===== src/sample_capture_settings.svh =====
`ifndef SAMPLE_CAPTURE_SETTINGS_SVH
`define SAMPLE_CAPTURE_SETTINGS_SVH

// Lane and buffer geometry.
`define SC_LANES        4
`define SC_SAMPLE_W     16
`define SC_DEPTH_LOG2   6   // 64 samples per lane.

// Register bus word address layout.
`define SC_REG_ADDR_W   9
`define SC_WIN_BIT      8   // Set for the buffer window.
`define SC_LANE_LSB     6
`define SC_LANE_SEL_W   2

// Register word addresses.
`define SC_ADDR_CTRL    0
`define SC_ADDR_START   1
`define SC_ADDR_END     2
`define SC_ADDR_STATUS  3
`define SC_ADDR_LANE_EN 4

// CTRL and STATUS bit positions.
`define SC_CTRL_START     0
`define SC_CTRL_ONE_SHOT  1
`define SC_CTRL_WAIT_TRIG 2
`define SC_CTRL_STOP      3
`define SC_STATUS_ARMED   8

`endif


===== src/sample_capture_pkg.sv =====
`include "sample_capture_settings.svh"

package sample_capture_pkg;

  // ***********************************************************
  // Register bus
  // ***********************************************************

  // Request from the host side. Strobes are single cycle.
  typedef struct packed {
    logic                      wr;
    logic                      rd;
    logic [`SC_REG_ADDR_W-1:0] addr;
    logic [31:0]               wdata;
  } reg_req_t;

  // Read response, two cycles after rd.
  typedef struct packed {
    logic        valid;
    logic [31:0] rdata;
  } reg_rsp_t;

  // ***********************************************************
  // Lane side
  // ***********************************************************

  // Broadcast to every lane.
  typedef struct packed {
    logic [`SC_DEPTH_LOG2-1:0] start_offset;
    logic [`SC_DEPTH_LOG2-1:0] end_offset;
    logic                      one_shot;   // Stop after end_offset.
    logic                      active;     // Value taken on cfg_update.
  } lane_cfg_t;

  // One sample per lane.
  typedef logic [`SC_LANES-1:0][`SC_SAMPLE_W-1:0] lane_samples_t;

endpackage


===== src/capture_csr.sv =====
`timescale 1ns/100ps
`include "sample_capture_settings.svh"

module capture_csr import sample_capture_pkg::*; (
  input  logic                 stream_in,
  input  logic                 arst_n,
  input  reg_req_t             reg_req,
  input  logic                 trigger,
  input  logic [`SC_LANES-1:0] lane_busy,
  output lane_cfg_t            lane_cfg,
  output logic                 cfg_update,
  output logic [`SC_LANES-1:0] lane_en,
  output logic [31:0]          csr_rdata
);

  logic [`SC_DEPTH_LOG2-1:0] start_q;
  logic [`SC_DEPTH_LOG2-1:0] end_q;
  logic [`SC_LANES-1:0]      lane_en_q;
  logic                      one_shot_q;
  logic                      active_q;
  logic                      armed_q;
  logic                      update_q;
  logic                      wr_ctrl;
  logic                      start_req;
  logic                      stop_req;
  logic                      trig_fire;
  logic [31:0]               rd_mux;

  // ***********************************************************
  // Write decode
  // ***********************************************************

  assign wr_ctrl   = reg_req.wr && (reg_req.addr == `SC_ADDR_CTRL);
  assign start_req = wr_ctrl && reg_req.wdata[`SC_CTRL_START];
  assign stop_req  = wr_ctrl && reg_req.wdata[`SC_CTRL_STOP];
  assign trig_fire = armed_q && trigger;

  always_ff @(posedge stream_in or negedge arst_n) begin
    if (!arst_n) begin
      start_q   <= '0;
      end_q     <= '1;
      lane_en_q <= '1;  // All lanes on by default.
    end else if (reg_req.wr) begin
      case (reg_req.addr)
        `SC_ADDR_START:   start_q   <= reg_req.wdata[`SC_DEPTH_LOG2-1:0];
        `SC_ADDR_END:     end_q     <= reg_req.wdata[`SC_DEPTH_LOG2-1:0];
        `SC_ADDR_LANE_EN: lane_en_q <= reg_req.wdata[`SC_LANES-1:0];
        default: ;
      endcase
    end
  end

  // ***********************************************************
  // Start, stop and trigger sequencing
  // ***********************************************************

  always_ff @(posedge stream_in or negedge arst_n) begin
    if (!arst_n) begin
      one_shot_q <= 1'b0;
      active_q   <= 1'b0;
      armed_q    <= 1'b0;
      update_q   <= 1'b0;
    end else begin
      update_q <= 1'b0;
      if (stop_req) begin  // Stop wins over start.
        active_q <= 1'b0;
        armed_q  <= 1'b0;
        update_q <= 1'b1;
      end else if (start_req) begin
        one_shot_q <= reg_req.wdata[`SC_CTRL_ONE_SHOT];
        armed_q    <= reg_req.wdata[`SC_CTRL_WAIT_TRIG];
        if (!reg_req.wdata[`SC_CTRL_WAIT_TRIG]) begin
          active_q <= 1'b1;
          update_q <= 1'b1;
        end
      end else if (trig_fire) begin
        armed_q  <= 1'b0;
        active_q <= 1'b1;
        update_q <= 1'b1;
      end
    end
  end

  assign cfg_update            = update_q;
  assign lane_en               = lane_en_q;
  assign lane_cfg.start_offset = start_q;
  assign lane_cfg.end_offset   = end_q;
  assign lane_cfg.one_shot     = one_shot_q;
  assign lane_cfg.active       = active_q;

  // ***********************************************************
  // Register read
  // ***********************************************************

  always_comb begin
    rd_mux = '0;  // Unmapped reads give zero.
    case (reg_req.addr)
      `SC_ADDR_CTRL:    rd_mux[`SC_CTRL_ONE_SHOT] = one_shot_q;
      `SC_ADDR_START:   rd_mux[`SC_DEPTH_LOG2-1:0] = start_q;
      `SC_ADDR_END:     rd_mux[`SC_DEPTH_LOG2-1:0] = end_q;
      `SC_ADDR_LANE_EN: rd_mux[`SC_LANES-1:0] = lane_en_q;
      `SC_ADDR_STATUS: begin
        rd_mux[`SC_LANES-1:0]    = lane_busy;
        rd_mux[`SC_STATUS_ARMED] = armed_q;
      end
      default: ;
    endcase
  end

  always_ff @(posedge stream_in) begin
    if (reg_req.rd) csr_rdata <= rd_mux;
  end

  // Software must not start on an empty region.
  a_region_order: assert property (@(posedge stream_in) disable iff (!arst_n)
    cfg_update && lane_cfg.active |-> lane_cfg.start_offset <= lane_cfg.end_offset);

endmodule


===== src/capture_lane.sv =====
`timescale 1ns/100ps
`include "sample_capture_settings.svh"

module capture_lane import sample_capture_pkg::*; (
  input  logic                      stream_in,
  input  logic                      arst_n,
  input  lane_cfg_t                 lane_cfg,
  input  logic                      cfg_update,
  input  logic                      lane_sel,
  input  logic                      sample_valid,
  input  logic [`SC_SAMPLE_W-1:0]   sample,
  input  logic [`SC_DEPTH_LOG2-1:0] rd_addr,
  output logic                      busy,
  output logic [`SC_SAMPLE_W-1:0]   rd_data
);

  localparam int unsigned DEPTH = 1 << `SC_DEPTH_LOG2;

  logic [`SC_SAMPLE_W-1:0]   mem [DEPTH];
  logic [`SC_DEPTH_LOG2-1:0] wr_addr;
  logic                      enable_q;
  logic                      wr_en;
  logic                      at_end;

  // ***********************************************************
  // Write engine
  // ***********************************************************

  assign wr_en  = enable_q && sample_valid;  // Idle lanes drop samples.
  assign at_end = wr_addr >= lane_cfg.end_offset;
  assign busy   = enable_q;

  always_ff @(posedge stream_in or negedge arst_n) begin
    if (!arst_n) begin
      enable_q <= 1'b0;
    end else if (cfg_update) begin
      enable_q <= lane_cfg.active && lane_sel;
    end else if (wr_en && at_end && lane_cfg.one_shot) begin
      // Last word of a one-shot region.
      enable_q <= 1'b0;
    end
  end

  always_ff @(posedge stream_in or negedge arst_n) begin
    if (!arst_n) begin
      wr_addr <= '0;
    end else if (cfg_update && lane_cfg.active) begin
      wr_addr <= lane_cfg.start_offset;
    end else if (wr_en) begin
      wr_addr <= at_end ? lane_cfg.start_offset : wr_addr + 1'b1;
    end
  end

  // ***********************************************************
  // Sample RAM
  // ***********************************************************

  always_ff @(posedge stream_in) begin
    if (wr_en) mem[wr_addr] <= sample;
  end

  // Read port, one cycle.
  always_ff @(posedge stream_in) begin
    rd_data <= mem[rd_addr];
  end

  // Holds as long as END is not moved below the pointer mid capture.
  a_addr_in_region: assert property (@(posedge stream_in) disable iff (!arst_n)
    busy && !cfg_update |-> wr_addr <= lane_cfg.end_offset);

endmodule


===== src/capture_readback.sv =====
`timescale 1ns/100ps
`include "sample_capture_settings.svh"

module capture_readback import sample_capture_pkg::*; (
  input  logic                      stream_in,
  input  logic                      arst_n,
  input  reg_req_t                  reg_req,
  input  lane_samples_t             lane_rd_data,
  input  logic [31:0]               csr_rdata,
  output logic [`SC_DEPTH_LOG2-1:0] rd_addr,
  output reg_rsp_t                  reg_rsp
);

  logic                      s1_valid;
  logic                      s1_win;
  logic [`SC_LANE_SEL_W-1:0] s1_lane;

  // Lane RAMs see the offset in the request cycle.
  assign rd_addr = reg_req.addr[`SC_DEPTH_LOG2-1:0];

  // ***********************************************************
  // Stage 1 while the RAM and csr registers read
  // ***********************************************************

  always_ff @(posedge stream_in or negedge arst_n) begin
    if (!arst_n) begin
      s1_valid <= 1'b0;
    end else begin
      s1_valid <= reg_req.rd;
    end
  end

  always_ff @(posedge stream_in) begin
    s1_win  <= reg_req.addr[`SC_WIN_BIT];
    s1_lane <= reg_req.addr[`SC_LANE_LSB +: `SC_LANE_SEL_W];
  end

  // ***********************************************************
  // Stage 2 response register
  // ***********************************************************

  always_ff @(posedge stream_in or negedge arst_n) begin
    if (!arst_n) begin
      reg_rsp <= '0;
    end else begin
      reg_rsp.valid <= s1_valid;
      if (s1_valid) begin
        reg_rsp.rdata <= s1_win ? 32'(lane_rd_data[s1_lane]) : csr_rdata;
      end
    end
  end

  // Fixed two cycle read latency.
  a_rsp_latency: assert property (@(posedge stream_in) disable iff (!arst_n)
    reg_req.rd |-> ##2 reg_rsp.valid);

endmodule


===== src/sample_capture_top.sv =====
`timescale 1ns/100ps
`include "sample_capture_settings.svh"

module sample_capture_top import sample_capture_pkg::*; (
  input  logic                 stream_in,
  input  logic                 arst_n,
  input  logic                 sample_valid,
  input  lane_samples_t        sample_data,
  input  logic                 trigger,
  input  reg_req_t             reg_req,
  output reg_rsp_t             reg_rsp,
  output logic [`SC_LANES-1:0] lane_busy
);

  lane_cfg_t                 lane_cfg;
  logic                      cfg_update;
  logic [`SC_LANES-1:0]      lane_en;
  logic [31:0]               csr_rdata;
  logic [`SC_DEPTH_LOG2-1:0] rd_addr;
  lane_samples_t             lane_rd_data;

  capture_csr csr_i (
    .stream_in  (stream_in),
    .arst_n     (arst_n),
    .reg_req    (reg_req),
    .trigger    (trigger),
    .lane_busy  (lane_busy),
    .lane_cfg   (lane_cfg),
    .cfg_update (cfg_update),
    .lane_en    (lane_en),
    .csr_rdata  (csr_rdata)
  );

  // One write engine and RAM per lane.
  for (genvar i = 0; i < `SC_LANES; i++) begin : g_lane
    capture_lane lane_i (
      .stream_in    (stream_in),
      .arst_n       (arst_n),
      .lane_cfg     (lane_cfg),
      .cfg_update   (cfg_update),
      .lane_sel     (lane_en[i]),
      .sample_valid (sample_valid),
      .sample       (sample_data[i]),
      .rd_addr      (rd_addr),
      .busy         (lane_busy[i]),
      .rd_data      (lane_rd_data[i])
    );
  end

  capture_readback readback_i (
    .stream_in    (stream_in),
    .arst_n       (arst_n),
    .reg_req      (reg_req),
    .lane_rd_data (lane_rd_data),
    .csr_rdata    (csr_rdata),
    .rd_addr      (rd_addr),
    .reg_rsp      (reg_rsp)
  );

endmodule


===== config.mk =====
export PLATFORM = sky130hd
export DESIGN_NAME = sample_capture_top
export DESIGN_NICKNAME = d
export VERILOG_FILES = /design/src/sample_capture_pkg.sv /design/src/capture_csr.sv /design/src/capture_lane.sv /design/src/capture_readback.sv /design/src/sample_capture_top.sv
export VERILOG_INCLUDE_DIRS = /design/src
export SDC_FILE = /design/constraint.sdc
export NUM_CORES = 2
export LEC_CHECK = 0
export ABC_CLOCK_PERIOD_IN_PS = 2800
export BUFFER_PORTS_ARGS = -buffer_cell sky130_fd_sc_hd__buf_2
export CAP_MARGIN = 20
export CORE_MARGIN = 1.5
export CORE_UTILIZATION = 35
export CTS_CLUSTER_DIAMETER = 80
export DETAILED_ROUTE_END_ITERATION = 7
export PLACE_DENSITY = 0.49
export SLEW_MARGIN = 10
export SYNTH_ARGS = -nofsm -noshare
export SYNTH_HDL_FRONTEND = slang
export SYNTH_SLANG_ARGS = --single-unit

===== constraint.sdc =====
create_clock -name stream_in -period 2.8 [get_ports stream_in]
set_input_delay 0.28 -clock stream_in [delete_from_list [all_inputs] [get_ports stream_in]]
set_output_delay 0.28 -clock stream_in [all_outputs]
set_load 0.03 [all_outputs]

==> run_results.csv <==
group,metric,value,unit
outcome,outcome,"finished, final reports clean",
floorplan,die_x,684,um
layout,layout_common_cells,"4103 x edfxtp_1, 922 x mux4_2, 921 x buf_4",
timing,finalWorstSetupSlack,0.181,ns
placement,dp_cells,14500,
critical_path,worstPathRequired,3.67,ns
drt,wl,516000,um
global_routing,grt_usage,21.6,%
yosys,syn_avg_cell_area,21.3,um2
timing,worst_slew_pin_slew,1.16,ns
power_and_ir_drop,ir_worst_vdd,0.594,mV
placement,io_buffers,105,
power_and_ir_drop,leakagePower,63.1,nW
yosys,synth-edff-count,4103,
critical_path,reg2reg_from,"csr_i.end_q[2]",
timing,fin_skew,0.0581,ns
yosys,ys_ff_latch,4236,
global_routing,grt_overflow_total,0,
global_routing,grt_pass1_wl,706000,um
critical_path,critPathMaxFanout,11,
critical_path,crit_chain,"inv_1 -> ha_1 -> a21o_1 -> a31oi_1 -> o211ai_1 -> mux2i_1 -> a22oi_1",
yosys,async_reset_ff_share,1.56,%
drt,antenna_left,0,
critical_path,reg2reg_slack,0.18,ns
floorplan,start_util,35.1,%
global_routing,grt_pass1_vias,85400,
layout,area_delta_synth_final,19.7,%
clock_tree,clock_latency,1.02,ns
critical_path,max_stage_delay,0.85,ns
layout,final_nets,9049,
drt,drc,0,
yosys,mappedNetlistArea,162000,um2
critical_path,worstReg2RegEnd,"g_lane[2].lane_i.wr_addr[5]",
power_and_ir_drop,total_power,137,mW
clock_tree,cts_root_buf,"clkbuf_16",
placement,dp_worst_setup_slack,-0.523,ns
global_routing,grt_max_degree,67,
clock_tree,htreeDepth,5,
yosys,yosysWarnings,0,
yosys,synthCells,7632,
min_path,worstHoldStart,"sample_data[9]",
clock_tree,clk_pin_slew_worst_paths,0.06,ns
global_routing,antenna_found_initial,66,
critical_path,crit_end,"g_lane[2].lane_i.wr_addr[5]",
timing,setup_violations,0,
clock_tree,clockBufferDepth,4,
critical_path,cp-end-kind,"register",
layout,postLayoutCoreUtil,42.0,%
timing,fmax,382,MHz
floorplan,ios,148,
timing,slew_headroom,22.0,%
critical_path,critical_path.startpoint_type,"register",
critical_path,critical_path_arrival,3.49,ns
timing,hold_viol,0,
timing,finalCriticalPeriod,2.62,ns
drt,dr.pass1.iters,6,
critical_path,slowest_stage,"o211ai_1",
critical_path,r2r_cells,7,
layout,layout-drive-gt1-share,31.3,%
floorplan,die_h,684,um
timing,post-route-period-util,93.5,%
critical_path,startpoint,"csr_i.end_q[2]",
floorplan,core,463000,um2
clock_tree,cts.sinks,4236,
layout,final_common_cell,"edfxtp_1",
timing,maxSlewViolCount,0,
floorplan,fp.dieArea,468000,um2
drt,viasPerCell,5.45,
yosys,ys_types,65,
power_and_ir_drop,power_density,704,nW/um2
placement,place.gp.congestion,0.855,
min_path,hp-class,"in -> reg",
run,cap_violations,0,
drt,drtIter0Drc,9213,
drt,routedWlPerCell,33.3,um
critical_path,path_class,"reg -> reg",
clock_tree,cts_tree,"built",
yosys,synth.yosys.seq_area_share,77.7,%
drt,vias,84600,
timing,tns,0,ns
placement,dp_hpwl,344000,um
floorplan,num_rows,250,
yosys,synth_ff_type,"edfxtp_1",
clock_tree,numCtsBuffers,451,
layout,layoutNonFillerInstCount,15500,
layout,n_fill_cell,40500,
timing,rsz0062_at_grt,"false",
## area by class of cell
type | count | area [um2] | area share (%)
well taps | 6174 | 7720 | 3.97
clock buffers | 580 | 12000 | 6.18
multi-input cells | 2909 | 34100 | 17.5
diodes | 34 | 85.1 | 0.0437
inverters | 46 | 173 | 0.0888
clock inverters | 263 | 2610 | 1.34
repair buffers | 1266 | 11500 | 5.93
flip-flops and latches | 4236 | 126000 | 64.9
## where the power goes
group	internal [mW]	switching, mW
clock	34.2	25.1
sequential	69.6	0.400
combinational	2.87	4.81
total	107	30.3
## state kept, by name, summed over array words and instances, names as in the netlist, 4 cells and up
signal                 flops
csr_i.csr_rdata            7
csr_i.end_q                6
csr_i.lane_en              4
csr_i.start_q              6
g_lane.lane_i.busy         4
g_lane.lane_i.mem       4096
g_lane.lane_i.rd_data     64
g_lane.lane_i.wr_addr     24
readback_i.reg_rsp        17
## repair_timing
action                                 in CTS  in global routing
resized for setup                           0                  0
endpoints found under the hold margin    1974                104
hold buffers                               78                  2
setup buffers                               0                  0
## synthesized netlist by cell type (71+ instances only)
| cell type | count | area (um2) |
|---|---|---|
| nand2_1 | 125 | 469 |
| a22oi_1 | 174 | 1310 |
| edfxtp_1 | 4103 | 123000 |
| mux2i_1 | 284 | 2840 |
| nor2_1 | 386 | 1450 |
| o21ai_0 | 116 | 581 |
| buf_2 | 121 | 606 |
| o22ai_1 | 125 | 782 |
| a21oi_1 | 111 | 556 |
| nand3_1 | 71 | 355 |
| clkbuf_1 | 191 | 717 |
| mux4_2 | 922 | 20800 |
## stage by stage
stage / cell area [um2] / hold slack, ns
after floorplan: 163000 / -0.0156
after global placement: 179000 / 0.513
after detailed placement: 179000 / 0.512
after CTS: 194000 / 0.00186
after global routing: 194000 / 0.0434
final: 194000 / 0.0238
## worst max-delay path, delay by kind of cell (launching register included)
kind	cells	cell delay, ns
AO/OA/AOI/OAI	4	1.13
flip-flops	1	0.54
adder cells (fa/ha/maj)	1	0.37
multiplexers	1	0.28
buffers and inverters	1	0.17
## per-layer routing
layer | wire length [um] | track usage [%]
met1 | 212000 | 29.2
met2 | 253000 | 36.1
met3 | 32900 | 3.06
met4 | 17900 | 7.31
met5 | 110 | 0
## worst min path at each step
stage | to | slack, ns | cells after the start
after floorplan | csr_i.active_q | -0.02 | 0
after global placement | readback_i.reg_rsp[3] | 0.51 | 2
after detailed placement | g_lane[3].lane_i.mem[8][4] | 0.51 | 1
after CTS | g_lane[0].lane_i.mem[36][9] | 0.002 | 2
after global routing | g_lane[0].lane_i.mem[35][9] | 0.04 | 2
final | g_lane[0].lane_i.mem[32][9] | 0.02 | 2
## logic make-up (layout without fill, tap and decap cells)
kind of cell,after synthesis,after routing,share of synthesized area [%]
flip-flops,4236,4236,77.7
multiplexers,1235,1235,14.7
buffers and inverters,502,2155,1.56
AND/OR/NAND/NOR,782,782,2.17
AO/OA/AOI/OAI,848,848,3.63
other,1,50,0.00231
adder cells (fa/ha/maj),28,28,0.216
Note: power is estimated with default switching activity, not from simulation.
